--- config.mk ---
export PLATFORM = sky130hd
export DESIGN_NAME = locator_loader_flat
export DESIGN_NICKNAME = d
export VERILOG_FILES = /design/src/common/bch_pkg.sv /design/src/common/gf_pkg.sv /design/src/common/locator_if.sv /design/src/chien_bank/locator_loader.sv /design/src/flat_wrapper.sv
export VERILOG_INCLUDE_DIRS = /design/src /design/src/common
export SDC_FILE = /design/constraint.sdc
export NUM_CORES = 1
export LEC_CHECK = 0
export ABC_CLOCK_PERIOD_IN_PS = 2650
export BUFFER_PORTS_ARGS = -buffer_cell sky130_fd_sc_hd__clkbuf_2
export CAP_MARGIN = 15
export CORE_UTILIZATION = 42
export DETAILED_ROUTE_END_ITERATION = 12
export PLACE_DENSITY = 0.8
export SETUP_SLACK_MARGIN = 0.2
export SKIP_CTS_REPAIR_TIMING = 1
export SYNTH_ARGS = -nofsm -noshare
export SYNTH_HDL_FRONTEND = slang
export SYNTH_SLANG_ARGS = --single-unit
--- constraint.sdc ---
create_clock -name i_clk -period 2.65 [get_ports i_clk]
set_clock_uncertainty 0.15 [all_clocks]
set_input_delay 0.3975 -clock i_clk [delete_from_list [all_inputs] [get_ports i_clk]]
set_output_delay 0.3975 -clock i_clk [all_outputs]
set_load 0.05 [all_outputs]
--- src/common/bch_config.svh ---
`ifndef BCH_CONFIG_SVH
`define BCH_CONFIG_SVH

// ------------------------------
// bch (63,51), t = 2
// ------------------------------

// GF(2^6) element width
`define BCH_M       6

// code length, also the number of search PEs
`define BCH_N       63

// correction capability
`define BCH_T       2

// x^6 + x + 1
`define BCH_POLY    7'b1000011

// width of an error position
`define BCH_IDX_W   6

`endif

--- src/common/bch_pkg.sv ---
`include "bch_config.svh"

package bch_pkg;

    // error position, 0 to n-1
    typedef logic [`BCH_IDX_W-1:0] bch_pos_t;

    // roots found; all ones means more than t
    typedef logic [$clog2(`BCH_T+2)-1:0] bch_count_t;

    // locator degree, 0 to t
    typedef logic [$clog2(`BCH_T+1)-1:0] bch_degree_t;

    // ------------------------------
    // decode status
    // ------------------------------
    typedef enum logic [1:0] {
        STAT_CLEAN     = 2'd0, // degree 0, no roots
        STAT_CORRECTED = 2'd1, // root count matches degree
        STAT_FAILED    = 2'd2
    } bch_status_e;

endpackage

--- src/common/gf_pkg.sv ---
`include "bch_config.svh"

package gf_pkg;

    typedef logic [`BCH_M-1:0] gf_elem_t;

    // ------------------------------
    // field arithmetic
    // ------------------------------

    // shift and add, reduced by the primitive polynomial each step
    function automatic gf_elem_t gf_mul(input gf_elem_t a, input gf_elem_t b);
        gf_elem_t prod;
        gf_elem_t sh;
        logic [`BCH_M:0] ext;
        prod = '0;
        sh   = a;
        for (int i = 0; i < `BCH_M; i++) begin
            if (b[i]) begin
                prod = prod ^ sh;
            end
            ext = {sh, 1'b0};
            if (ext[`BCH_M]) begin
                ext = ext ^ `BCH_POLY;
            end
            sh = ext[`BCH_M-1:0];
        end
        return prod;
    endfunction

    // alpha^k, k taken mod n
    function automatic gf_elem_t gf_alpha_pow(input int unsigned k);
        gf_elem_t r;
        r = gf_elem_t'(1);
        for (int i = 0; i < (k % `BCH_N); i++) begin
            r = gf_mul(r, gf_elem_t'(2)); // times alpha
        end
        return r;
    endfunction

endpackage

--- src/common/locator_if.sv ---
// one captured locator, loader -> pe bank and collector
interface locator_if;

    logic                  valid;
    logic                  ready;
    gf_pkg::gf_elem_t      sigma0;
    gf_pkg::gf_elem_t      sigma1;
    gf_pkg::gf_elem_t      sigma2;
    bch_pkg::bch_degree_t  degree;

    modport loader (output valid, sigma0, sigma1, sigma2, degree, input ready);

    modport pe (input sigma0, sigma1, sigma2);

    modport collector (input valid, degree, output ready);

endinterface

--- src/chien_bank/locator_loader.sv ---
module locator_loader (
    input  logic              i_clk,
    input  logic              i_rst_n,

    input  logic              i_valid,
    output logic              o_ready,
    input  gf_pkg::gf_elem_t  i_sigma0,
    input  gf_pkg::gf_elem_t  i_sigma1,
    input  gf_pkg::gf_elem_t  i_sigma2,

    locator_if.loader         loc
);

    logic                  accept;
    bch_pkg::bch_degree_t  degree_in;

    // slot free, or its item leaves this cycle
    assign o_ready = !loc.valid || loc.ready;
    assign accept  = i_valid && o_ready;

    // highest nonzero coefficient
    always_comb begin
        if (i_sigma2 != '0) begin
            degree_in = 2'd2;
        end
        else if (i_sigma1 != '0) begin
            degree_in = 2'd1;
        end
        else begin
            degree_in = 2'd0;
        end
    end

    // ------------------------------
    // slot valid
    // ------------------------------
    always_ff @(posedge i_clk) begin
        if (!i_rst_n) begin
            loc.valid <= 1'b0;
        end
        else if (accept) begin
            loc.valid <= 1'b1;
        end
        else if (loc.ready) begin
            loc.valid <= 1'b0; // taken by collector
        end
    end

    // captured locator
    always_ff @(posedge i_clk) begin
        if (accept) begin
            loc.sigma0 <= i_sigma0;
            loc.sigma1 <= i_sigma1;
            loc.sigma2 <= i_sigma2;
            loc.degree <= degree_in;
        end
    end

endmodule

--- src/flat_wrapper.sv ---
// flat-port wrapper written by rule: the top's interface ports become plain ports
module locator_loader_flat 
  (i_clk, i_rst_n, i_valid, o_ready, i_sigma0, i_sigma1, i_sigma2, loc_valid, loc_sigma0, loc_sigma1, loc_sigma2, loc_degree, loc_ready);
  locator_if loc_i ();
  input  logic i_clk;
  input  logic i_rst_n;
  input  logic i_valid;
  output logic o_ready;
  input  gf_pkg::gf_elem_t i_sigma0;
  input  gf_pkg::gf_elem_t i_sigma1;
  input  gf_pkg::gf_elem_t i_sigma2;
  output wire logic [$bits(loc_i.valid)-1:0] loc_valid;
  output wire logic [$bits(loc_i.sigma0)-1:0] loc_sigma0;
  output wire logic [$bits(loc_i.sigma1)-1:0] loc_sigma1;
  output wire logic [$bits(loc_i.sigma2)-1:0] loc_sigma2;
  output wire logic [$bits(loc_i.degree)-1:0] loc_degree;
  input wire logic [$bits(loc_i.ready)-1:0] loc_ready;
  assign loc_valid = loc_i.valid;
  assign loc_sigma0 = loc_i.sigma0;
  assign loc_sigma1 = loc_i.sigma1;
  assign loc_sigma2 = loc_i.sigma2;
  assign loc_degree = loc_i.degree;
  assign loc_i.ready = loc_ready;
  locator_loader u_core (.i_clk(i_clk), .i_rst_n(i_rst_n), .i_valid(i_valid), .o_ready(o_ready), .i_sigma0(i_sigma0), .i_sigma1(i_sigma1), .i_sigma2(i_sigma2), .loc(loc_i));
endmodule
# Word level (Yosys, flattened, before mapping)
# Cells that the tools add are included.
totals:
  ff_bits: 21
  output_inout_bits: 22
  word_cells: 14
op_classes:
  mux: 3
  reduce_logical: 6
ops:
  columns: ["operator", "n"]
  rows:
  - ["$reduce_bool A6 Y1", 2]
  - ["$mux W1", 3]
  - ["$reduce_bool A2 Y1", 1]
  - ["$logic_and A1 B1 Y1", 1]
  - ["$logic_not A1 Y1", 1]
  - ["$logic_or A1 B1 Y1", 1]

# Logic depth before layout (Yosys ltp)
# Gate-level depths: netlist (run 1).
depth:
  ltp_word: 4
  mapped_depth: 2
  mapped_depth_nobuf: 2

# Least setup slack after synthesis (run 1)
# No wires, ideal clock.
synth_path:
  kind: "flip-flop to flip-flop"
  start: "register u_core.loc.valid"
  end: "register u_core.loc.degree[0] (enable)"
  arrival_ns: 1.576
  t_required_ns: 2.122
  setup_slack_ns: 0.545
  stages_incl_launch_ff: 3
  n_path_buf: 0
  synth_period_minus_slack_ns: 2.105
  path_cell_list: "dfxtp_1 > nand2b_1 > and2_1"
synth_via:
  elab_chain_len: 3
synth_rtl:
  columns: ["element", "line_no", "text"]
  rows:
  - ["start, declared", "locator_if.sv:11", "modport loader (output valid, sigma0, sigma1, sigma2, degree, input ready);"]
  - ["start signal, assigned", "locator_loader.sv:39", "loc.valid <= 1'b0;"]
  - ["start signal, assigned", "locator_loader.sv:42", "loc.valid <= 1'b1;"]
  - ["start signal, assigned", "locator_loader.sv:45", "loc.valid <= 1'b0;"]
  - ["$logic_not A1 Y1", "locator_loader.sv:18", "assign o_ready = !loc.valid || loc.ready;"]
  - ["$logic_or A1 B1 Y1", "locator_loader.sv:18", null]
  - ["via o_ready", "flat_wrapper.sv:8", "output logic o_ready;"]
  - ["$logic_and A1 B1 Y1", "locator_loader.sv:19", "assign accept = i_valid && o_ready;"]
  - ["via u_core.accept", "locator_loader.sv:14", "logic accept;"]
  - ["end signal, assigned", "locator_loader.sv:55", "loc.degree <= degree_in;"]
  - ["end, declared", "locator_if.sv:11", null]
# The timed path passes the listed nets, and every way through them passes these cells.
# A chain may end at the register's enable or synchronous reset.

# Worst setup path in the final report (run 1)
layout_path:
  start: "register u_core.loc.valid"
  end: "register u_core.loc.sigma0[3] (enable)"
layout_via:
  elab_chain_len: 3
layout_rtl:
  columns: ["element", "line_no", "text"]
  rows:
  - ["$logic_not A1 Y1", "locator_loader.sv:18", null]
  - ["$logic_or A1 B1 Y1", "locator_loader.sv:18", null]
  - ["$logic_and A1 B1 Y1", "locator_loader.sv:19", null]
  - ["via u_core.accept", "locator_loader.sv:14", null]
  - ["end signal, assigned", "locator_loader.sv:52", "loc.sigma0 <= i_sigma0;"]
  - ["end, declared", "locator_if.sv:11", null]
# The timed path passes the listed nets, and every way through them passes these cells.

==> metrics.yaml, run 1 <==
required_ps: 2430
period_minus_slack_ps: 1630
synth_xor_area_frac: 0
core_area_sq_um: 1520
cts_max_level: 1
synth-seq-cells: 21
intPower_mw: 0.469
synth_top_family_by_area: "simple AND/OR/NAND/NOR gates"
start_util: 0.450
grt_use_total: 0.140
n_antenna_cell: 0
r2r_cells: 2
final_cells: 94
pwr_density_cell_nw_per_um2: 685
die_w_microns: 42.4
clkTransAtPathRegs_ps: 110
routed_wl_microns: 1150
num_rows: 14
pin_count: 44
fillers: 125
cts_tree: "built"
min_path_type: "primary input to flop"
slew_headroom: 0.442
critPathKind: "flop to flop"
hold_depth: 1
ys_seq_area_frac: 0.905
p_seq_frac: 0.602
p_leak_nw: 0.414
grt_pass1_wl_microns: 1770
synthMuxAreaShare: 0
routedWlPerCell_microns: 12.2
via_per_inst: 4.83
fmax_ghz: 0.612
timing.hold.ws_ps: 125
place_congestion: 0.681
finalSetupTns_ps: 0
drv_slew: 0
drt_iter0_drc: 4
yosys.area_share.simple: 0.0675
postSynthAreaPerCell_sq_um: 22.1
synth_nets: 53
grt_most_used_layer: "met2"
post-place-ws_ps: 800
synth_compound_area_frac: 0.0219
met1_usage: 0.140
setup_slack_ps: 1020
dp.cells: 90
ys.warnings.count: 0
end_kind: "flop"
die_h_microns: 42.4
start_kind: "flop"
synth_fa_ha_area_frac: 0
antenna_found_initial: 0
overflow: 0
vias: 454
drc: 0
switching_share: 0.277
area.growth.synth_to_final_pct: 38.1
clk_latency_ps: 290
hold_viol_final: 0
die_area_sq_um: 1800
grt_max_degree: 21
syn_inst: 31
antenna_left: 0
tightest_slew_ps: 836
crit_arrival_ps: 1410
period_share: 0.617
cts_buffers: 3
maxCapViolations: 0
grt_pass1_vias: 427
power.switching_mw: 0.179
syn_area_sq_um: 686
combPwrFrac: 0.173
crit_fanout: 20
power_mw: 0.648
use_met3: 0.0345
drive_gt1_frac: 0.615
clock-sinks: 21
setup_viol: 0
pwr-share-clk: 0.225
rsz0062_at_grt: "false"
cts-root-buf: "clkbuf_4"
port_buffers: 43
dr.pass1.iters: 2
grtUsageMet2: 0.252
fin_nets: 101
ir_drop_mv: 0.359
status: "finished clean"
yosys.cell_types.count: 12
cts.path.max_buffers: 2
worst paths after layout:
kind	from	to	slack, ps
worst max-delay path	u_core.loc.valid	u_core.loc.sigma0[3]	1020
worst min-delay path	i_sigma0[5]	u_core.loc.sigma0[5]	130
worst max register to register	u_core.loc.valid	u_core.loc.sigma0[3]	1020
worst min register to register	u_core.loc.valid	u_core.loc.valid	390
placed cells by master (no fill, tap or decap), drive strengths merged:
cell type / instances
a21boi: 1
or4: 1
nor4: 1
or2: 2
nor2: 1
nand2b: 1
inv: 1
edfxtp: 20
and2: 1
clkbuf: 47
dfxtp: 1
a211oi: 1
final cells by class:
cell class / count / area, sq um / area share
Sequential cell: 21 / 621 / 0.655
Clock buffer: 4 / 26.3 / 0.0277
Inverter: 1 / 3.75 / 0.00396
Tap cell: 16 / 20.0 / 0.0211
Timing Repair Buffer: 43 / 215 / 0.227
Multi-Input combinational cell: 9 / 61.3 / 0.0647
per-layer routing:
layer / share of wire / vias up / wire (microns)
met3: 0.095 / 2 / 109
li1: - / 216 / -
met2: 0.54 / 32 / 624
met5: 0 / - / 0
met4: 0.0070 / 0 / 8
met1: 0.35 / 204 / 407
per-stage QoR:
step | cell area [sq um] | utilization
after CTS | 947 | 0.622
after detailed placement | 921 | 0.604
final | 947 | 0.622
after global routing | 947 | 0.622
after floorplan | 686 | -
after global placement | 921 | 0.604
worst max-delay path, stage by stage (launching register included):
cell	delay, ps
dfxtp_1	320
nand2b_1	110
and2_1	690
sequential cells by signal, indices dropped and copies added, names as in the netlist:
signal             count
u_core.loc.sigma0      6
u_core.loc.sigma2      6
u_core.loc.degree      2
u_core.loc.sigma1      6
u_core.loc.valid       1
power by group through the flow:
stage / logic (mW) / registers, mW / clock network (mW)
2_1_floorplan: 0.0124 / 0.462 / 0
6_report: 0.112 / 0.390 / 0.146
3_5_place_dp: 0.113 / 0.398 / 0
3_3_place_gp: 0.112 / 0.397 / 0
4_1_cts: 0.113 / 0.391 / 0.151
5_1_grt: 0.118 / 0.392 / 0.162
kinds of logic after synthesis:
kind of cell,Yosys count
flip-flops,21
AND/OR/NAND/NOR,7
AO/OA/AOI/OAI,2
buffers and inverters,1
synthesized netlist by cell type (all sizes together):
cell type | count | area [sq um]
or2 | 2 | 12.5
and2 | 1 | 6.26
nor4 | 1 | 6.26
a211oi | 1 | 7.51
a21boi | 1 | 7.51
or4 | 1 | 11.3
nor2 | 1 | 3.75
inv | 1 | 3.75
dfxtp | 1 | 20.0
edfxtp | 20 | 601
nand2b | 1 | 6.26
(Power assumes the default switching activity.)
==> inputs of run 2 (changes only) <==
--- a/config.mk
+++ b/config.mk
@@ -6,12 +6,12 @@
 export SDC_FILE = /design/constraint.sdc
 export NUM_CORES = 1
 export LEC_CHECK = 0
-export ABC_CLOCK_PERIOD_IN_PS = 2650
+export ABC_CLOCK_PERIOD_IN_PS = 1400
 export BUFFER_PORTS_ARGS = -buffer_cell sky130_fd_sc_hd__clkbuf_2
 export CAP_MARGIN = 15
-export CORE_UTILIZATION = 42
+export CORE_UTILIZATION = 36
 export DETAILED_ROUTE_END_ITERATION = 12
-export PLACE_DENSITY = 0.8
+export PLACE_DENSITY = 0.73
 export SETUP_SLACK_MARGIN = 0.2
 export SKIP_CTS_REPAIR_TIMING = 1
 export SYNTH_ARGS = -nofsm -noshare
==> constraint.sdc (replaced) <==
create_clock -name i_clk -period 1.4 [get_ports i_clk]
set_clock_uncertainty 0.15 [all_clocks]
set_input_delay 0.21 -clock i_clk [delete_from_list [all_inputs] [get_ports i_clk]]
set_output_delay 0.21 -clock i_clk [all_outputs]
set_load 0.05 [all_outputs]
==> metrics.yaml, run 2 (synthesis results as in run 1) <==
status: "finished clean"
vias: 524  # +15%
clk_latency_ps: 280  # about the same
num_rows: 15  # +1
required_ps: 1040  # -1390 ps
mostFrequentLayoutCells: "clkbuf_2 (21), buf_6 (21), dlygate4sd3_1 (20), edfxtp_1 (20), clkbuf_4 (3)"
critPathKind: "flop to primary output"
grt_pass1_wl_microns: 1450  # -18%
drive_gt1_frac: 0.520  # -0.0950
switching_share: 0.264  # -0.0128
pwr_density_cell_nw_per_um2: 1000  # +47%
slew_headroom: 0.794  # +0.351
tightest_slew_ps: 307  # -530 ps
fmax_ghz: 0.805
combPwrFrac: 0.233  # +0.060
top_regs: "u_core.loc.sigma0: 6 flops, u_core.loc.sigma1: 6 flops, u_core.loc.sigma2: 6 flops"
fillers: 120  # -4.0%
start_kind: "flop"
clock-sinks: 21  # unchanged
final_area_sq_um: 1310  # +39%
end_kind: "primary output"
drv_slew: 0  # unchanged
area.growth.synth_to_final_pct: 91.6
grt_pass1_vias: 356  # -17%
place_congestion: 0.630  # -7.5%
die_h_microns: 45.6  # +7.6%
grt_max_degree: 21  # unchanged
clkTransAtPathRegs_ps: 100  # about the same
cts_max_level: 1  # unchanged
final_cells: 123  # +31%
place_area_sq_um: 946  # +2.7%
grt_use_total: 0.105  # -0.0351
p_seq_frac: 0.566  # -0.036
ir_drop_mv: 0.641  # +78%
pwr-share-clk: 0.201  # -0.024
cts.path.max_buffers: 2  # unchanged
power.switching_mw: 0.348  # +94%
port_buffers: 43  # unchanged
die_w_microns: 45.6  # +7.6%
n_antenna_cell: 0  # unchanged
fin_nets: 121  # +20%
intPower_mw: 0.971  # +110%
setup_slack_ps: 158  # -858 ps
crit_fanout: 3  # -85%
multi_input_area_sq_um: 71.3  # +16%
overflow: 0  # unchanged
antenna_left: 0  # unchanged
crit_arrival_ps: 880  # -530 ps
maxCapViolations: 0  # unchanged
period_share: 0.887
dp.cells: 99  # +10%
cts-root-buf: "clkbuf_4"
dr.pass1.iters: 2  # unchanged
start_util: 0.389  # -0.0613
rsz0062_at_grt: "true"
antenna_found_initial: 0  # unchanged
cts_tree: "built"
setup_viol: 0  # unchanged
core_area_sq_um: 1760  # +16%
routed_wl_microns: 1600  # +39%
post-place-ws_ps: -43.2  # -843 ps
period_minus_slack_ps: 1240
cts_buffers: 3  # unchanged
drt_iter0_drc: 12  # +8
drc: 0  # unchanged
p_leak_nw: 0.550  # +33%
pin_count: 44  # unchanged
routedWlPerCell_microns: 13.0  # +6.1%
hold_viol_final: 0  # unchanged
die_area_sq_um: 2080  # +16%
min_path_type: "primary input to flop"
via_per_inst: 4.26  # -12%
seq_area_sq_um: 624  # +0.60%
## run 2: cell count changes in the layout (fill, tap and decap cells not counted), sizes merged
| cell | delta |
|---|---|
| buf | +22 |
| dlygate4sd3 | +20 |
| clkbuf | -22 |
## run 2: worst paths after layout
path                    startpoint                   end  slack [ps]  cells past startpoint
setup / recovery  u_core.loc.valid               o_ready         160                      2
hold / removal           loc_ready      u_core.loc.valid          70                      3
setup reg to reg  u_core.loc.valid  u_core.loc.sigma2[2]         180                      2
hold reg to reg   u_core.loc.valid      u_core.loc.valid         390                      2
## run 2: critical path: stages, from the launching register on
cell	delay [ps]
dfxtp_4	370
nand2b_4	80
buf_8	150
## run 2: final cells by class
| class | count | area share |
|---|---|---|
| flip-flops and latches | 21 | 0.475 |
| repair buffers | 63 | 0.424 |
| multi-input cells | 9 | 0.0543 |
| well taps | 25 | 0.0238 |
| clock buffers | 4 | 0.0200 |
| inverters | 1 | 0.00286 |
## run 2: per-stage QoR
stage	hold WS, ps	TNS, ps	power (mW)	util
6_report	70.4	0	1.32	0.745
5_1_grt	53.8	0	1.38	0.745
4_1_cts	-65.3	0	1.24	0.551
3_5_place_dp	239	-43.2	0.971	0.536
3_3_place_gp	238	-36.6	0.967	0.536
2_1_floorplan	159	0	0.902	-
## run 2: metal layers
layer | up-vias | share of wire | track usage
met1 | 238 | 0.29 | 0.111
li1 | 257 | - | -
met4 | 0 | 0.015 | 0.0364
met3 | 2 | 0.068 | 0.0516
met5 | - | 0 | 0
met2 | 27 | 0.63 | 0.180
## run 2: power by group through the flow
stage          combinational [mW]  clock (mW)  sequential [mW]
2_1_floorplan              0.0270           0            0.875
3_3_place_gp                0.216           0            0.752
3_5_place_dp                0.218           0            0.753
4_1_cts                     0.218       0.279            0.739
5_1_grt                     0.321       0.314            0.749
6_report                    0.308       0.265            0.746
==> inputs of run 3 (changes only) <==
--- a/config.mk
+++ b/config.mk
@@ -9,8 +9,10 @@
 export ABC_CLOCK_PERIOD_IN_PS = 1400
 export BUFFER_PORTS_ARGS = -buffer_cell sky130_fd_sc_hd__clkbuf_2
 export CAP_MARGIN = 15
+export CORE_MARGIN = 8
 export CORE_UTILIZATION = 36
 export DETAILED_ROUTE_END_ITERATION = 12
+export HOLD_SLACK_MARGIN = 0.03
 export PLACE_DENSITY = 0.73
 export SETUP_SLACK_MARGIN = 0.2
 export SKIP_CTS_REPAIR_TIMING = 1
==> metrics.yaml, run 3 (synthesis results as in run 1) <==
die_h_microns: 59.6  # +31%
r2r_cells: 2  # unchanged
area.growth.synth_to_final_pct: 90.7
clkTransAtPathRegs_ps: 110  # about the same
maxCapViolations: 0  # unchanged
grt_use_total: 0.0826  # -0.0225
via_per_inst: 4.25  # -0.19%
port_buffers: 43  # unchanged
n_antenna_cell: 0  # unchanged
grt_max_degree: 21  # unchanged
grt_pass1_wl_microns: 2120  # +46%
clk_latency_ps: 290  # about the same
dp.cells: 99  # unchanged
final_area_sq_um: 1310  # -0.48%
start_kind: "flop"
setup_viol: 0  # unchanged
top_regs: "u_core.loc.sigma0: 6 flops, u_core.loc.sigma1: 6 flops, u_core.loc.sigma2: 6 flops"
r2r_end: "u_core.loc.sigma1[0]"
period_minus_slack_ps: 1250  # +12.6 ps
p_leak_nw: 0.550  # about the same
cts_tree: "built"
die_w_microns: 59.6  # +31%
pwr_density_cell_nw_per_um2: 1020  # +2.0%
mostFrequentLayoutCells: "clkbuf_2 (21), buf_6 (21), dlygate4sd3_1 (20), edfxtp_1 (20), clkbuf_4 (3)"
crit_fanout: 3  # unchanged
status: "finished clean"
worstHoldStart: "loc_ready"
fin_nets: 121  # unchanged
overflow: 0  # unchanged
drt_iter0_drc: 14  # +2
vias: 523  # -0.19%
cts_buffers: 3  # unchanged
final_cells: 123  # unchanged
num_rows: 15  # unchanged
cts.path.max_buffers: 2  # unchanged
start_util: 0.389  # unchanged
end_kind: "primary output"
slew_headroom: 0.798  # +0.00423
fmax_ghz: 0.797  # -1.0%
switching_share: 0.280  # +0.0161
hold_depth: 3  # unchanged
die_area_sq_um: 3560  # +71%
rsz0062_at_grt: "true"
hold_viol_final: 0  # unchanged
place_congestion: 0.723  # +15%
dr.pass1.iters: 3  # +1
ir_drop_mv: 0.821  # +28%
cts_max_level: 1  # unchanged
drive_gt1_frac: 0.531  # +0.0102
fillers: 133  # +11%
r2r_start: "u_core.loc.valid"
drv_slew: 0  # unchanged
intPower_mw: 0.964  # -0.66%
place_area_sq_um: 946  # unchanged
crit_arrival_ps: 890  # about the same
antenna_found_initial: 0  # unchanged
routed_wl_microns: 1930  # +21%
dp_hpwl_microns: 1210
r2r_setup_slack_ps: 190  # about the same
drc: 0  # unchanged
power_mw: 1.34  # +1.6%
p_seq_frac: 0.557  # -0.009
tightest_slew_ps: 300  # -6.29 ps
power.switching_mw: 0.375  # +7.7%
clock-sinks: 21  # unchanged
cts-root-buf: "clkbuf_4"
min_to: "u_core.loc.valid"
combPwrFrac: 0.230  # -0.003
routedWlPerCell_microns: 15.7  # +21%
required_ps: 1040  # about the same
pin_count: 44  # unchanged
critPathKind: "flop to primary output"
pwr-share-clk: 0.214  # +0.013
period_share: 0.896  # +0.00897
grt_pass1_vias: 462  # +30%
core_area_sq_um: 1760  # unchanged
antenna_left: 0  # unchanged
min_path_type: "primary input to flop"
-- run 3: cell count changes in the layout (fill, tap and decap cells not counted), sizes merged --
cell / before / now
clkinv: 0 / 1
clkbuf: 25 / 24
-- run 3: worst max path at each step --
stage,from,endpoint,slack [ps],depth (start not counted)
final,u_core.loc.valid,o_ready,150,2
after CTS,u_core.loc.valid,o_ready,30,2
after global routing,u_core.loc.sigma0[4],loc_sigma0[4],100,1
after global placement,i_sigma2[1],u_core.loc.degree[1],-40,3
after floorplan,u_core.loc.valid,u_core.loc.degree[0],60,2
after detailed placement,i_sigma2[1],u_core.loc.degree[1],-50,3
-- run 3: layout make-up --
class,instances,area (sq um),area share
flip-flops and latches,21,624,0.478
repair buffers,63,549,0.420
multi-input cells,9,71.3,0.0545
well taps,25,31.3,0.0239
clock buffers,3,22.5,0.0172
clock inverters,1,5.00,0.00383
inverters,1,3.75,0.00287
-- run 3: metal layers --
metal,vias up,GRT usage,part of all wire
met1,241,0.0811,0.34
met3,0,0.0390,0.11
met2,24,0.137,0.55
li1,258,-,-
met5,-,0,0
met4,0,0.0510,0
-- run 3: power by group through the flow --
stage / registers [mW] / logic [mW] / clock network [mW]
CTS: 0.738 / 0.222 / 0.291
floorplan: 0.875 / 0.0270 / 0
global placement: 0.751 / 0.219 / 0
global route: 0.750 / 0.321 / 0.316
detailed placement: 0.753 / 0.222 / 0
finish: 0.746 / 0.307 / 0.286
-- run 3: metrics by stage --
step	util	TNS (ps)	hold WS, ps	worst slack (ps)
6_report	0.741	0	60.1	145
5_1_grt	0.741	0	60.7	104
4_1_cts	0.552	0	-78.5	28.0
3_5_place_dp	0.536	-45.6	239	-45.6
3_3_place_gp	0.536	-36.0	238	-36.0
2_1_floorplan	-	0	159	60.5
-- run 3: critical path: stages (launching register included) --
cell and delay [ps]:
dfxtp_4 370, nand2b_4 70, buf_6 150
