File: src/common/bch_config.svh
`ifndef BCH_CONFIG_SVH
`define BCH_CONFIG_SVH

// ------------------------------
// bch (63,51), t = 2
// ------------------------------

// GF(2^6) element width
`define BCH_M       6

// code length, also the number of search PEs
`define BCH_N       63

// correction capability
`define BCH_T       2

// x^6 + x + 1
`define BCH_POLY    7'b1000011

// width of an error position
`define BCH_IDX_W   6

`endif

File: src/common/bch_pkg.sv
`include "bch_config.svh"

package bch_pkg;

    // error position, 0 to n-1
    typedef logic [`BCH_IDX_W-1:0] bch_pos_t;

    // roots found; all ones means more than t
    typedef logic [$clog2(`BCH_T+2)-1:0] bch_count_t;

    // locator degree, 0 to t
    typedef logic [$clog2(`BCH_T+1)-1:0] bch_degree_t;

    // ------------------------------
    // decode status
    // ------------------------------
    typedef enum logic [1:0] {
        STAT_CLEAN     = 2'd0, // degree 0, no roots
        STAT_CORRECTED = 2'd1, // root count matches degree
        STAT_FAILED    = 2'd2
    } bch_status_e;

endpackage

File: src/common/gf_pkg.sv
`include "bch_config.svh"

package gf_pkg;

    typedef logic [`BCH_M-1:0] gf_elem_t;

    // ------------------------------
    // field arithmetic
    // ------------------------------

    // shift and add, reduced by the primitive polynomial each step
    function automatic gf_elem_t gf_mul(input gf_elem_t a, input gf_elem_t b);
        gf_elem_t prod;
        gf_elem_t sh;
        logic [`BCH_M:0] ext;
        prod = '0;
        sh   = a;
        for (int i = 0; i < `BCH_M; i++) begin
            if (b[i]) begin
                prod = prod ^ sh;
            end
            ext = {sh, 1'b0};
            if (ext[`BCH_M]) begin
                ext = ext ^ `BCH_POLY;
            end
            sh = ext[`BCH_M-1:0];
        end
        return prod;
    endfunction

    // alpha^k, k taken mod n
    function automatic gf_elem_t gf_alpha_pow(input int unsigned k);
        gf_elem_t r;
        r = gf_elem_t'(1);
        for (int i = 0; i < (k % `BCH_N); i++) begin
            r = gf_mul(r, gf_elem_t'(2)); // times alpha
        end
        return r;
    endfunction

endpackage

File: src/common/locator_if.sv
// one captured locator, loader -> pe bank and collector
interface locator_if;

    logic                  valid;
    logic                  ready;
    gf_pkg::gf_elem_t      sigma0;
    gf_pkg::gf_elem_t      sigma1;
    gf_pkg::gf_elem_t      sigma2;
    bch_pkg::bch_degree_t  degree;

    modport loader (output valid, sigma0, sigma1, sigma2, degree, input ready);

    modport pe (input sigma0, sigma1, sigma2);

    modport collector (input valid, degree, output ready);

endinterface

File: src/chien_bank/root_collector.sv
`include "bch_config.svh"

module root_collector (
    input  logic                  i_clk,
    input  logic                  i_rst_n,

    locator_if.collector          loc,
    input  logic [`BCH_N-1:0]     i_roots,

    output logic                  o_valid,
    input  logic                  i_ready,
    output bch_pkg::bch_count_t   o_num_err,
    output bch_pkg::bch_pos_t     o_err_loc0,
    output bch_pkg::bch_pos_t     o_err_loc1,
    output bch_pkg::bch_status_e  o_status
);

    logic                  take;
    bch_pkg::bch_count_t   cnt_c;
    bch_pkg::bch_pos_t     pos0_c;
    bch_pkg::bch_pos_t     pos1_c;
    bch_pkg::bch_status_e  status_c;

    // output register empty or draining
    assign loc.ready = !o_valid || i_ready;
    assign take      = loc.valid && loc.ready;

    // ------------------------------
    // root scan, lowest index first
    // ------------------------------
    always_comb begin
        cnt_c  = '0;
        pos0_c = '0;
        pos1_c = '0;
        for (int i = 0; i < `BCH_N; i++) begin
            if (i_roots[i]) begin
                if (cnt_c == 2'd0) begin
                    pos0_c = bch_pkg::bch_pos_t'(i);
                end
                else if (cnt_c == 2'd1) begin
                    pos1_c = bch_pkg::bch_pos_t'(i);
                end
                if (cnt_c != 2'd3) begin
                    cnt_c = cnt_c + 2'd1; // saturate at 3
                end
            end
        end
    end

    // count against locator degree
    always_comb begin
        if (loc.degree == 2'd0 && cnt_c == 2'd0) begin
            status_c = bch_pkg::STAT_CLEAN;
        end
        else if (loc.degree != 2'd0 && cnt_c == loc.degree) begin
            status_c = bch_pkg::STAT_CORRECTED;
        end
        else begin
            status_c = bch_pkg::STAT_FAILED;
        end
    end

    // ------------------------------
    // output register
    // ------------------------------
    always_ff @(posedge i_clk) begin
        if (!i_rst_n) begin
            o_valid <= 1'b0;
        end
        else if (take) begin
            o_valid <= 1'b1;
        end
        else if (i_ready) begin
            o_valid <= 1'b0;
        end
    end

    // fields held while stalled
    always_ff @(posedge i_clk) begin
        if (take) begin
            o_num_err  <= cnt_c;
            o_err_loc0 <= pos0_c;
            o_err_loc1 <= pos1_c;
            o_status   <= status_c;
        end
    end

endmodule

File: src/flat_wrapper.sv
// flat-port wrapper written by rule: the top's interface ports become plain ports
module root_collector_flat 
  (i_clk, i_rst_n, i_roots, o_valid, i_ready, o_num_err, o_err_loc0, o_err_loc1, o_status, loc_valid, loc_degree, loc_ready);
  locator_if loc_i ();
  input  logic i_clk;
  input  logic i_rst_n;
  input  logic [`BCH_N-1:0] i_roots;
  output logic o_valid;
  input  logic i_ready;
  output bch_pkg::bch_count_t o_num_err;
  output bch_pkg::bch_pos_t o_err_loc0;
  output bch_pkg::bch_pos_t o_err_loc1;
  output bch_pkg::bch_status_e o_status;
  input wire logic [$bits(loc_i.valid)-1:0] loc_valid;
  input wire logic [$bits(loc_i.degree)-1:0] loc_degree;
  output wire logic [$bits(loc_i.ready)-1:0] loc_ready;
  assign loc_i.valid = loc_valid;
  assign loc_i.degree = loc_degree;
  assign loc_ready = loc_i.ready;
  root_collector u_core (.i_clk(i_clk), .i_rst_n(i_rst_n), .loc(loc_i), .i_roots(i_roots), .o_valid(o_valid), .i_ready(i_ready), .o_num_err(o_num_err), .o_err_loc0(o_err_loc0), .o_err_loc1(o_err_loc1), .o_status(o_status));
endmodule
File: config.mk
export PLATFORM = sky130hd
export DESIGN_NAME = root_collector_flat
export DESIGN_NICKNAME = d
export VERILOG_FILES = /design/src/common/bch_pkg.sv /design/src/common/gf_pkg.sv /design/src/common/locator_if.sv /design/src/chien_bank/root_collector.sv /design/src/flat_wrapper.sv
export VERILOG_INCLUDE_DIRS = /design/src /design/src/common
export SDC_FILE = /design/constraint.sdc
export NUM_CORES = 1
export LEC_CHECK = 0
export ABC_AREA = 1
export BUFFER_PORTS_ARGS = -buffer_cell sky130_fd_sc_hd__clkbuf_2
export CELL_PAD_IN_SITES_DETAIL_PLACEMENT = 2
export CELL_PAD_IN_SITES_GLOBAL_PLACEMENT = 2
export CORE_ASPECT_RATIO = 1.2
export CORE_MARGIN = 2
export CORE_UTILIZATION = 26
export CTS_CLUSTER_DIAMETER = 30
export DETAILED_ROUTE_END_ITERATION = 16
export PLACE_DENSITY = 0.76
export SLEW_MARGIN = 20
export SYNTH_ARGS = -nofsm -noshare
export SYNTH_HDL_FRONTEND = slang
export SYNTH_SLANG_ARGS = --single-unit
File: constraint.sdc
create_clock -name i_clk -period 13.8 [get_ports i_clk]
set_clock_uncertainty 0.2 [all_clocks]
set_input_delay 3.45 -clock i_clk [delete_from_list [all_inputs] [get_ports i_clk]]
set_output_delay 3.45 -clock i_clk [all_outputs]
set_load 0.02 [all_outputs]
==> impl_results.md, run 1 <==
* Status: stopped before the end
* Exit stage: global routing
* Stop err: [ERROR DPL-0033] detailed placement checks failed during check placement.
* Library cells used by synthesis at 44
* Compound-Gate Fraction of Synth Area at 15.1%
* H-Tree Level Count at 1
* Post-Synth Simple-Gate Area at 63.9%
* Routability cong. at 0.881
* IO Count at 87
* Primary FF master, synth: edfxtp_1
* HPWL after DPL at 20900 µm
* Ys Warns at 0
* Register area share after synthesis at 10.0%
* Main combinational cell family by area after synthesis: simple AND/OR/NAND/NOR gates
* Worst EP kind: sequential cell input
* Synth Instances at 911
* Root Driver: clkbuf_16
* Inserted Clock Buffers at 3
* #FFs+latches synth at 17
* DIE WIDTH at 131 µm
* CTS Buffer Depth at 2
* Mapped Nets at 984
* Largest net degree at the start of global routing at 17
* Number of synthesized flops with an enable pin at 16
* Synthesized cell area at 4990 µm²
* Initial Utilization at 26.5%
* Die span in y at 156 µm
* Ys async rst share at 0%
* Post-synthesis mux area share at 0%
* Post-CTS Hold Fix Bufs at 0
* Antenna violations before repair at 0
* Placed Cells at 1423
* Num Clock Sinks at 17
* Adder-Cell Fraction of Synth Area at 1.00%
* IO Port Bufs at 86
* Post-Synth XOR/XNOR Area at 0%
* Average cell area after synthesis at 5.48 µm²
* Last worst endpoint in the global-route repair_timing: u_core.o_err_loc0[4]$_DFFE_PP_/D
* Row count at 55
## cells by family after synthesis
| group | count (synthesis) |
|---|---|
| AND/OR/NAND/NOR | 641 |
| buffers and inverters | 133 |
| flip-flops | 17 |
| adder cells (fa/ha/maj) | 4 |
| AO/OA/AOI/OAI | 116 |
## what timing repair did
item,4_1_cts
pin swaps,5
endpoints found under the setup margin,16
gates resized for setup,20
setup buffers,21
## per-stage QoR
stage	instance area, µm²	setup WS (ns)
floorplan	4990	0.404
detailed placement	7020	-2.10
CTS	7340	-1.44
global placement	7020	-1.10
## cells in the mapped netlist, drive strengths merged, types with 2 or more instances
cell type	n	area, µm²
nand2	368	1660
o31ai	3	22.5
nor2	43	171
nand3	139	791
a21oi	19	98.9
o211ai	13	97.6
a31oi	11	68.8
ha	4	50.1
o2111ai	4	35.0
o311ai	5	43.8
o21ai	46	264
nand4	71	450
o22ai	2	12.5
nand3b	2	15.0
inv	131	492
nor3	8	40.0
nor4	6	37.5
nor3b	2	15.0
edfxtp	16	480
a2111oi	2	17.5
a32oi	2	17.5
a21boi	3	22.5
==> run 2, diff against run 1 <==
--- a/config.mk
+++ b/config.mk
@@ -8,14 +8,10 @@
 export LEC_CHECK = 0
 export ABC_AREA = 1
 export BUFFER_PORTS_ARGS = -buffer_cell sky130_fd_sc_hd__clkbuf_2
-export CELL_PAD_IN_SITES_DETAIL_PLACEMENT = 2
-export CELL_PAD_IN_SITES_GLOBAL_PLACEMENT = 2
-export CORE_ASPECT_RATIO = 1.2
 export CORE_MARGIN = 2
-export CORE_UTILIZATION = 26
-export CTS_CLUSTER_DIAMETER = 30
+export CORE_UTILIZATION = 40
 export DETAILED_ROUTE_END_ITERATION = 16
-export PLACE_DENSITY = 0.76
+export PLACE_DENSITY_LB_ADDON = 0.15
 export SLEW_MARGIN = 20
 export SYNTH_ARGS = -nofsm -noshare
 export SYNTH_HDL_FRONTEND = slang
==> constraint.sdc (replaced) <==
create_clock -name i_clk -period 17.94 [get_ports i_clk]
set_clock_uncertainty 0.2 [all_clocks]
set_input_delay 4.485 -clock i_clk [delete_from_list [all_inputs] [get_ports i_clk]]
set_output_delay 4.485 -clock i_clk [all_outputs]
set_load 0.02 [all_outputs]
==> run 2 against run 1 <==
Net effect: synthesized cell count did not move; the run now ends clean; area after synthesis did not move.
==> impl_results.md, run 2 <==
* CP max stage cell: ha_1
* Placed Cells at 1165 (was 1423)
* Peak VDD IR at 0.0293 mV
* Crit path top cell by count: nand2_1
* Num Clock Sinks at 17 (unchanged)
* Via-per-instance ratio at 5.27
* Setup CP Type: in -> reg
* Layout fillers at 1354
* Tot GR Track Use at 20.8%
* TritonCTS clock tree: built
* Initial DRC Count at 383
* DIE AREA at 13400 µm²
* RSZ-0062 raised after global routing: false
* Register area share after synthesis at 10.0% (unchanged)
* Hold slack final at 0.316 ns
* Startpoint Class: input port
* Antenna violations before repair at 0
* Min cycle time layout at 16.01 ns
* Row count at 40 (was 55)
* Synthesized cell area at 4990 µm² (unchanged)
* Commonest cells post-synth: 266 x nand2_1, 123 x inv_1, 120 x nand3_1, 98 x nand2_2, 70 x nand4_1 (unchanged)
* CTS Buffer Depth at 2 (unchanged)
* CP peak stage delay at 0.33 ns
* Final ANT Viol Nets at 0
* Final setup viols at 0
* H-Tree Level Count at 1 (unchanged)
* Post-CTS setup buffer count at 0 (was 21)
* Area Growth Syn to Fin at 14.5%
* Final std cells w/o fill at 1169
* Nets@finish at 1075
* Fin. max-slew vios at 0
* Worst Setup End Kind: flop
* First-pass GRT wire length at 23900 µm
* Ys Warns at 0 (unchanged)
* Clk_lat worst skew at 0.25 ns
* CP bufs+invs at 7
* Average cell area after synthesis at 5.48 µm² (unchanged)
* Worst hold path type: reg -> reg
* Inserted Clock Buffers at 3 (unchanged)
* Root Driver: clkbuf_16 (unchanged)
* Routed vias at 6161
* Routed WL at 13700 µm
* CP delay by family, top: simple AND/OR/NAND/NOR gates
* Synth area leaders: nand2_1 20%, nand2_2 12%, nand3_1 12% (unchanged)
* Library cells used by synthesis at 44 (unchanged)
* Initial Utilization at 41.2% (was 26.5%)
* Leading area contributor after synthesis: nand2_1 (unchanged)
* CP max FO at 6
* Worst EP required at 17.70 ns
* Synth Instances at 911 (unchanged)
* Relative slew slack at 53.1%
* #FFs+latches synth at 17 (unchanged)
* Total power at 177 µW
* R2r setup slk at 16.69 ns
* Die span in y at 116 µm (was 156 µm)
* Wire per inst at 11.7 µm
* Share of layout cells above drive strength 1 at 23.7%
* HPWL after DPL at 11800 µm (was 20900 µm)
* DRC Markers at 0
* Cell Area, Placed at 5640 µm² (was 7020 µm²)
* Max Freq at 62.5 MHz
* Primary FF master, synth: edfxtp_1 (unchanged)
* Lkg Pwr at 3.35 nW
* CTS clk-pin slew, worst paths at 0.05 ns
* Number of synthesized flops with an enable pin at 16 (unchanged)
* Routability cong. at 0.876 (was 0.881)
* Post-route cell area at 5720 µm²
* Mapped Nets at 984 (unchanged)
* Final setup TNS at 0 ns
* DIE WIDTH at 116 µm (was 131 µm)
* Post-CTS Hold Fix Bufs at 0 (unchanged)
* GR Overflow Total at 0
* Most frequent cells in the layout: 266 x nand2_1, 123 x inv_1, 120 x nand3_1
* Ys async rst share at 0% (unchanged)
* ANT cells at 0
* Final Hold Viols at 0
* Count leader, synth: nand2_1 (unchanged)
* WP data arrival at 15.78 ns
* DR pass1 iterations at 5
* Top cell type's share of synthesized area at 20.0% (unchanged)
* Pre-CTS setup slack at 1.85 ns (was -2.10 ns)
* Biggest regs: u_core.o_err_loc0 (6), u_core.o_err_loc1 (6)
* IO Count at 87 (unchanged)
* Status: finished clean (was stopped before the end)
* IO Port Bufs at 86 (unchanged)
* Max-cap violations at 0
* Period utilization at 89.2%
* Pwr dens at 31.0 nW/µm²
* Vias in the first global route at 5451
* Core ar. at 12100 µm²
* Final core area utilization at 47.2%
* CTS resizes at 0 (was 20)
* Largest net degree at the start of global routing at 17
* PnR worst setup slack at 1.93 ns
* Slew @ Worst Pin at 0.685 ns
* Most common cell after layout, fill and taps aside: nand2_1
-- run 2: report_power, final --
group          internal [mW]  switching (mW)  total, mW
clock                 0.0299          0.0153     0.0452
combinational         0.0303          0.0537     0.0840
sequential            0.0470        0.000841     0.0479
total                  0.107          0.0699      0.177
-- run 2: area by class of cell --
cell class	instances	area [µm²]	share of cell area (%)
Multi-Input combinational cell	761	3990	69.8
Sequential cell	17	500	8.75
Inverter	132	495	8.67
Timing Repair Buffer	87	438	7.66
Tap cell	168	210	3.68
Clock buffer	3	75.1	1.31
Clock inverter	1	5.00	0.0875
-- run 2: metal layers --
| layer | vias to the layer above | global-route usage (%) | share of wire [%] |
|---|---|---|---|
| met5 | - | 0 | 0 |
| met4 | 0 | 1.83 | 0.68 |
| met3 | 10 | 1.83 | 4.7 |
| met2 | 143 | 35.1 | 44 |
| met1 | 2697 | 30.2 | 50 |
| li1 | 3311 | - | - |
-- run 2: logic make-up (layout without fill, tap and decap cells) --
logic type / Yosys count / count (layout) / synth area share (%)
simple gates: 641 / 641 / 63.9
flops: 17 / 17 / 10.0
compound gates: 116 / 116 / 15.1
buf+inv: 133 / 223 / 10.0
fa+ha+maj: 4 / 4 / 1.00
-- run 2: final timing paths --
check / cells after the start / endpoint / start
hold reg to reg: 2 / u_core.o_valid / u_core.o_valid
hold / removal: 2 / u_core.o_valid / u_core.o_valid
setup / recovery: 109 / u_core.o_err_loc0[5] / i_roots[0]
setup reg to reg: 2 / u_core.o_status[1] / u_core.o_valid
-- run 2: worst reg2reg max path, delay by kind of cell (launching register included) --
| kind | cells | cell delay, ns |
|---|---|---|
| flip-flops | 1 | 0.32 |
| buffers and inverters | 1 | 0.27 |
| AO/OA/AOI/OAI | 1 | 0.14 |
Power figures use the tool's default switching activity.
==> run 3, diff against run 2 <==
--- a/config.mk
+++ b/config.mk
@@ -9,9 +9,10 @@
 export ABC_AREA = 1
 export BUFFER_PORTS_ARGS = -buffer_cell sky130_fd_sc_hd__clkbuf_2
 export CORE_MARGIN = 2
-export CORE_UTILIZATION = 40
+export CORE_UTILIZATION = 44
 export DETAILED_ROUTE_END_ITERATION = 16
 export PLACE_DENSITY_LB_ADDON = 0.15
+export RECOVER_POWER = 100
 export SLEW_MARGIN = 20
 export SYNTH_ARGS = -nofsm -noshare
 export SYNTH_HDL_FRONTEND = slang
==> run 3 against run 2 <==
Net effect: clock-buffer cell count unchanged; critical path depth increased by 4; via count increased by 0.37%; global-route usage increased by 0.27 points; hold slack gained 0.0032 ns; die area fell by 8.8%; power fell by 0.43%; combinational power fell by 1%; sequential power about the same; setup slack worse by 0.14 ns.
==> impl_results.md, run 3 (synthesis results as in run 2) <==
* Status: finished clean (unchanged)
* TritonCTS clock tree: built (unchanged)
* Worst R2R End: u_core.o_err_loc0[0] (was u_core.o_status[1])
* Tot GR Track Use at 21.1% (was 20.8%)
* Setup CP Type: in -> reg (unchanged)
* Relative slew slack at 39.6% (was 53.1%)
* Biggest regs: u_core.o_err_loc0 (6), u_core.o_err_loc1 (6) (unchanged)
* Total power at 176 µW (was 177 µW)
* RSZ-0062 raised after global routing: false (unchanged)
* Fin. max-slew vios at 0 (unchanged)
* CTS resizes at 0 (unchanged)
* Critical Path Start: i_roots[0] (unchanged)
* Period utilization at 90.0% (was 89.2%)
* Worst EP required at 17.71 ns (was 17.70 ns)
* ANT cells at 0 (unchanged)
* Routed WL at 13600 µm (was 13700 µm)
* Most frequent cells in the layout: 268 x nand2_1, 123 x inv_1, 121 x nand3_1 (was 266 x nand2_1, 123 x inv_1, 120 x nand3_1)
* Peak VDD IR at 0.0417 mV (was 0.0293 mV)
* Routed vias at 6184 (was 6161)
* Row count at 38 (was 40)
* Min cycle time layout at 16.15 ns (was 16.01 ns)
* Post-CTS setup buffer count at 0 (unchanged)
* CP max stage cell: ha_1 (unchanged)
* Worst r2r src: u_core.o_valid (unchanged)
* Max-cap violations at 0 (unchanged)
* Final setup viols at 0 (unchanged)
* Max Freq at 61.9 MHz (was 62.5 MHz)
* DRC Markers at 0 (unchanged)
* Share of layout cells above drive strength 1 at 21.5% (was 23.7%)
* CP delay by family, top: simple AND/OR/NAND/NOR gates (unchanged)
* Die span in y at 111 µm (was 116 µm)
* DIE AREA at 12200 µm² (was 13400 µm²)
* Post-route cell area at 5650 µm² (was 5720 µm²)
* Pwr dens at 31.2 nW/µm² (was 31.0 nW/µm²)
* Final setup TNS at 0 ns (unchanged)
* Initial DRC Count at 441 (was 383)
* Num Clock Sinks at 17 (unchanged)
* IO Count at 87 (unchanged)
* WP depth at 113 (was 109)
* GR Overflow Total at 0 (unchanged)
* Largest net degree at the start of global routing at 17 (unchanged)
* CP peak stage delay at 0.33 ns (about the same)
* Reg2reg path depth at 2 (unchanged)
* Final ANT Viol Nets at 0 (unchanged)
* CTS Buffer Depth at 2 (unchanged)
* CP max FO at 6 (unchanged)
* Wire per inst at 12.0 µm (was 11.7 µm)
* Nets@finish at 1075 (unchanged)
* DIE WIDTH at 111 µm (was 116 µm)
* Most common cell after layout, fill and taps aside: nand2_1 (unchanged)
* IO Port Bufs at 86 (unchanged)
* Vias in the first global route at 5322 (was 5451)
* Via-per-instance ratio at 5.42 (was 5.27)
* Root Driver: clkbuf_16 (unchanged)
* Hold slack final at 0.319 ns (was 0.316 ns)
* Area Growth Syn to Fin at 13.1% (was 14.5%)
* Crit path top cell by count: nand2_1 (unchanged)
* Worst hold path type: reg -> reg (unchanged)
* Cell Area, Placed at 5600 µm² (was 5640 µm²)
* Inserted Clock Buffers at 3 (unchanged)
* WP data arrival at 15.92 ns (was 15.78 ns)
* Startpoint Class: input port (unchanged)
* First-pass GRT wire length at 23100 µm (was 23900 µm)
* DR pass1 iterations at 5 (unchanged)
* Slew @ Worst Pin at 0.907 ns (was 0.685 ns)
* CTS clk-pin slew, worst paths at 0.05 ns (about the same)
* Lkg Pwr at 3.29 nW (was 3.35 nW)
* Core ar. at 10900 µm² (was 12100 µm²)
* R2r setup slk at 16.21 ns (was 16.69 ns)
* Routability cong. at 0.959 (was 0.876)
* Clk_lat worst skew at 0.24 ns (was 0.25 ns)
* H-Tree Level Count at 1 (unchanged)
* Antenna violations before repair at 0 (unchanged)
* Initial Utilization at 45.7% (was 41.2%)
* Setup crit end: u_core.o_err_loc0[4] (was u_core.o_err_loc0[5])
* Worst Setup End Kind: flop (unchanged)
* HPWL after DPL at 11600 µm (was 11800 µm)
* Final Hold Viols at 0 (unchanged)
* Post-CTS Hold Fix Bufs at 0 (unchanged)
* CP bufs+invs at 6 (was 7)
==> run 3: metrics by stage <==
stage                     cells  worst slack [ns]  utilization, %
after global routing       1141             0.139            51.6
after CTS                  1141              1.98            52.0
after detailed placement   1137              1.74            51.2
final                      1141              1.79            51.6
after floorplan             911              3.51               -
after global placement     1137              1.74            51.2
==> run 3: worst min path at each step <==
stage	slack [ns]	cells after the start	from	to
2_1_floorplan	0.53	2	u_core.o_valid	u_core.o_valid
3_3_place_gp	0.31	2	u_core.o_valid	u_core.o_valid
3_5_place_dp	0.32	2	u_core.o_valid	u_core.o_valid
4_1_cts	0.33	2	u_core.o_valid	u_core.o_valid
5_1_grt	0.36	2	u_core.o_valid	u_core.o_valid
6_report	0.32	2	u_core.o_valid	u_core.o_valid
==> run 3: metal layers <==
layer,GRT usage [%],vias up,part of all wire [%]
li1,-,3310,-
met1,31.1,2694,50
met2,34.3,170,44
met3,1.92,10,5.2
met4,2.67,0,0.74
met5,0,-,0
==> run 3: power by group <==
part | internal (mW) | switching (mW)
Clock | 0.0298 | 0.0153
Combinational | 0.0294 | 0.0537
Sequential | 0.0471 | 0.000906
==> run 3: worst min-delay path, cell delays in order (launching register included) <==
cell and delay, ns:
dfxtp_1 0.31, nand2_1 0.08, a21boi_0 0.08
==> run 3: area by class of cell <==
cell class | count | area (µm²)
Fill cell | 1197 | 5290
Multi-Input combinational cell | 761 | 3980
Sequential cell | 17 | 500
Inverter | 132 | 495
Timing Repair Buffer | 87 | 412
Tap cell | 140 | 175
Clock buffer | 3 | 75.1
Clock inverter | 1 | 5.00
==> run 4, diff against run 3 <==
--- a/config.mk
+++ b/config.mk
@@ -9,10 +9,11 @@
 export ABC_AREA = 1
 export BUFFER_PORTS_ARGS = -buffer_cell sky130_fd_sc_hd__clkbuf_2
 export CORE_MARGIN = 2
-export CORE_UTILIZATION = 44
+export CORE_UTILIZATION = 30
 export DETAILED_ROUTE_END_ITERATION = 16
 export PLACE_DENSITY_LB_ADDON = 0.15
 export RECOVER_POWER = 100
+export REMOVE_ABC_BUFFERS = 1
 export SLEW_MARGIN = 20
 export SYNTH_ARGS = -nofsm -noshare
 export SYNTH_HDL_FRONTEND = slang
==> run 4 against run 3 <==
Net effect: clock power rose by 2%; register-to-register slack got worse by 0.02 ns; die area rose by 45%; power rose by 0.74%; flip-flop and latch count did not move; non-clock buffer count did not move; critical endpoint unchanged; highest routed layer unchanged.
==> impl_results.md, run 4 (synthesis results as in run 2) <==
* IO Count at 87 (unchanged)
* Seq pwr share at 27.1% (was 27.2%)
* Peak VDD IR at 0.0278 mV (was 0.0417 mV)
* Routed WL at 14700 µm (was 13600 µm)
* Worst r2r src: u_core.o_valid (unchanged)
* Max Freq at 62.2 MHz (was 61.9 MHz)
* Final Hold Viols at 0 (unchanged)
* Sequential cell area at 500 µm² (unchanged)
* Clock Power Share at 25.8% (was 25.6%)
* Initial DRC Count at 274 (was 441)
* DRC Markers at 0 (unchanged)
* Num Clock Sinks at 17 (unchanged)
* H-Tree Level Count at 1 (unchanged)
* Worst EP required at 17.71 ns (about the same)
* Most frequent cells in the layout: 266 x nand2_1, 123 x inv_1, 120 x nand3_1 (was 268 x nand2_1, 123 x inv_1, 121 x nand3_1)
* Vias in the first global route at 5473 (was 5322)
* Via-per-instance ratio at 4.98 (was 5.42)
* Final setup viols at 0 (unchanged)
* WP data arrival at 15.85 ns (was 15.92 ns)
* Routed vias at 6085 (was 6184)
* DIE AREA at 17700 µm² (was 12200 µm²)
* Core ar. at 16400 µm² (was 10900 µm²)
* CP peak stage delay at 0.33 ns (about the same)
* First-pass GRT wire length at 25000 µm (was 23100 µm)
* Routability cong. at 0.852 (was 0.959)
* CP max stage cell: ha_1 (unchanged)
* Clk_lat worst skew at 0.25 ns (was 0.24 ns)
* IO Port Bufs at 86 (unchanged)
* Pwr dens at 30.8 nW/µm² (was 31.2 nW/µm²)
* Lkg Pwr at 3.29 nW (about the same)
* Inserted Clock Buffers at 3 (unchanged)
* Layout fillers at 1900 (was 1197)
* Hold slack final at 0.319 ns (about the same)
* Min-delay src: u_core.o_valid (unchanged)
* CP bufs+invs at 7 (was 6)
* CTS Buffer Depth at 2 (unchanged)
* TritonCTS clock tree: built (unchanged)
* Setup CP Type: in -> reg (unchanged)
* Row count at 47 (was 38)
* Biggest regs: u_core.o_err_loc0 (6), u_core.o_err_loc1 (6) (unchanged)
* Logic pwr share at 47.1% (was 47.2%)
* Area Growth Syn to Fin at 15.4% (was 13.1%)
* Period utilization at 89.6% (was 90.0%)
* CP max FO at 6 (unchanged)
* Fin. max-slew vios at 0 (unchanged)
* Status: finished clean (unchanged)
* Worst hold path type: reg -> reg (unchanged)
* Relative slew slack at 37.5% (was 39.6%)
* RSZ-0062 raised after global routing: false (unchanged)
* CP delay by family, top: simple AND/OR/NAND/NOR gates (unchanged)
* Most common cell after layout, fill and taps aside: nand2_1 (unchanged)
* GR Overflow Total at 0 (unchanged)
* Cell Area, Placed at 5700 µm² (was 5600 µm²)
* Post-route cell area at 5760 µm² (was 5650 µm²)
* Worst Setup End Kind: flop (unchanged)
* Nets@finish at 1075 (unchanged)
* ANT cells at 0 (unchanged)
* Startpoint Class: input port (unchanged)
* HPWL after DPL at 12700 µm (was 11600 µm)
* Final setup TNS at 0 ns (unchanged)
* Post-CTS setup buffer count at 0 (unchanged)
* Slew @ Worst Pin at 0.937 ns (was 0.907 ns)
* Max-cap violations at 0 (unchanged)
* Wire per inst at 12.0 µm (about the same)
* Final ANT Viol Nets at 0 (unchanged)
* Min cycle time layout at 16.08 ns (was 16.15 ns)
* Antenna violations before repair at 0 (unchanged)
* DIE WIDTH at 133 µm (was 111 µm)
* DR pass1 iterations at 5 (unchanged)
* Share of layout cells above drive strength 1 at 21.9% (was 21.5%)
* Internal Power at 106 µW (about the same)
* Initial Utilization at 30.4% (was 45.7%)
* Area taken by multi-input logic gates at 4000 µm² (was 3980 µm²)
* Root Driver: clkbuf_16 (unchanged)
* Tot GR Track Use at 16.4% (was 21.1%)
* Die span in y at 133 µm (was 111 µm)
* CTS clk-pin slew, worst paths at 0.05 ns (about the same)
* Sw Share at 40.1% (was 39.7%)
* Crit path top cell by count: nand2_1 (unchanged)
* Total power at 178 µW (was 176 µW)
* Largest net degree at the start of global routing at 17 (unchanged)
* Critical Path Start: i_roots[0] (unchanged)
* Net switching power at 71.2 µW (was 69.9 µW)
## run 4: cell counts in the layout (fill, tap and decap cells not counted)
No cell type changed its count.
## run 4: worst register-to-register path: cells and delay by family (launching register included)
kind,cells,cell delay [ns]
flip-flops,1,0.32
buffers and inverters,1,0.71
AO/OA/AOI/OAI,1,0.14
## run 4: layout make-up
class	count	area share, %
Clock buffer	3	1.30
Inverter	132	8.60
Multi-Input combinational cell	761	69.4
Tap cell	220	4.78
Sequential cell	17	8.69
Clock inverter	1	0.0869
Timing Repair Buffer	87	7.15
## run 4: power by group through the flow
stage | logic [mW] | registers [mW] | clock network, mW
2_1_floorplan | 0.0506 | 0.0524 | 0
3_3_place_gp | 0.0846 | 0.0490 | 0
3_5_place_dp | 0.0840 | 0.0489 | 0
4_1_cts | 0.0844 | 0.0481 | 0.0464
5_1_grt | 0.0946 | 0.0483 | 0.0477
6_report | 0.0836 | 0.0481 | 0.0459
## run 4: path summary, 6_finish.rpt
path | cells after the start | slack (ns) | end
worst min register to register | 2 | 0.32 | u_core.o_valid
worst min-delay path | 2 | 0.32 | u_core.o_valid
worst max register to register | 2 | 16.19 | u_core.o_err_loc1[2]
worst max-delay path | 103 | 1.86 | u_core.o_err_loc0[4]
## run 4: stage by stage
| step | instances | utilization, % | worst slack [ns] |
|---|---|---|---|
| 6_report | 1221 | 35.1 | 1.86 |
| 4_1_cts | 1221 | 35.2 | 1.88 |
| 5_1_grt | 1221 | 35.1 | 0.0250 |
| 2_1_floorplan | 910 | - | 3.51 |
| 3_3_place_gp | 1217 | 34.8 | 1.55 |
| 3_5_place_dp | 1217 | 34.8 | 1.67 |
## run 4: layer usage
layer | part of all wire, % | GRT usage (%)
met5 | 0 | 0
met3 | 3.3 | 1.53
met1 | 52 | 24.0
met4 | 0.49 | 1.31
met2 | 44 | 27.0
## run 4: timing repair
item | CTS | global route
gates resized for setup | 0 | 1
hold buffers | 0 | 0
setup endpoints to repair | 0 | 3
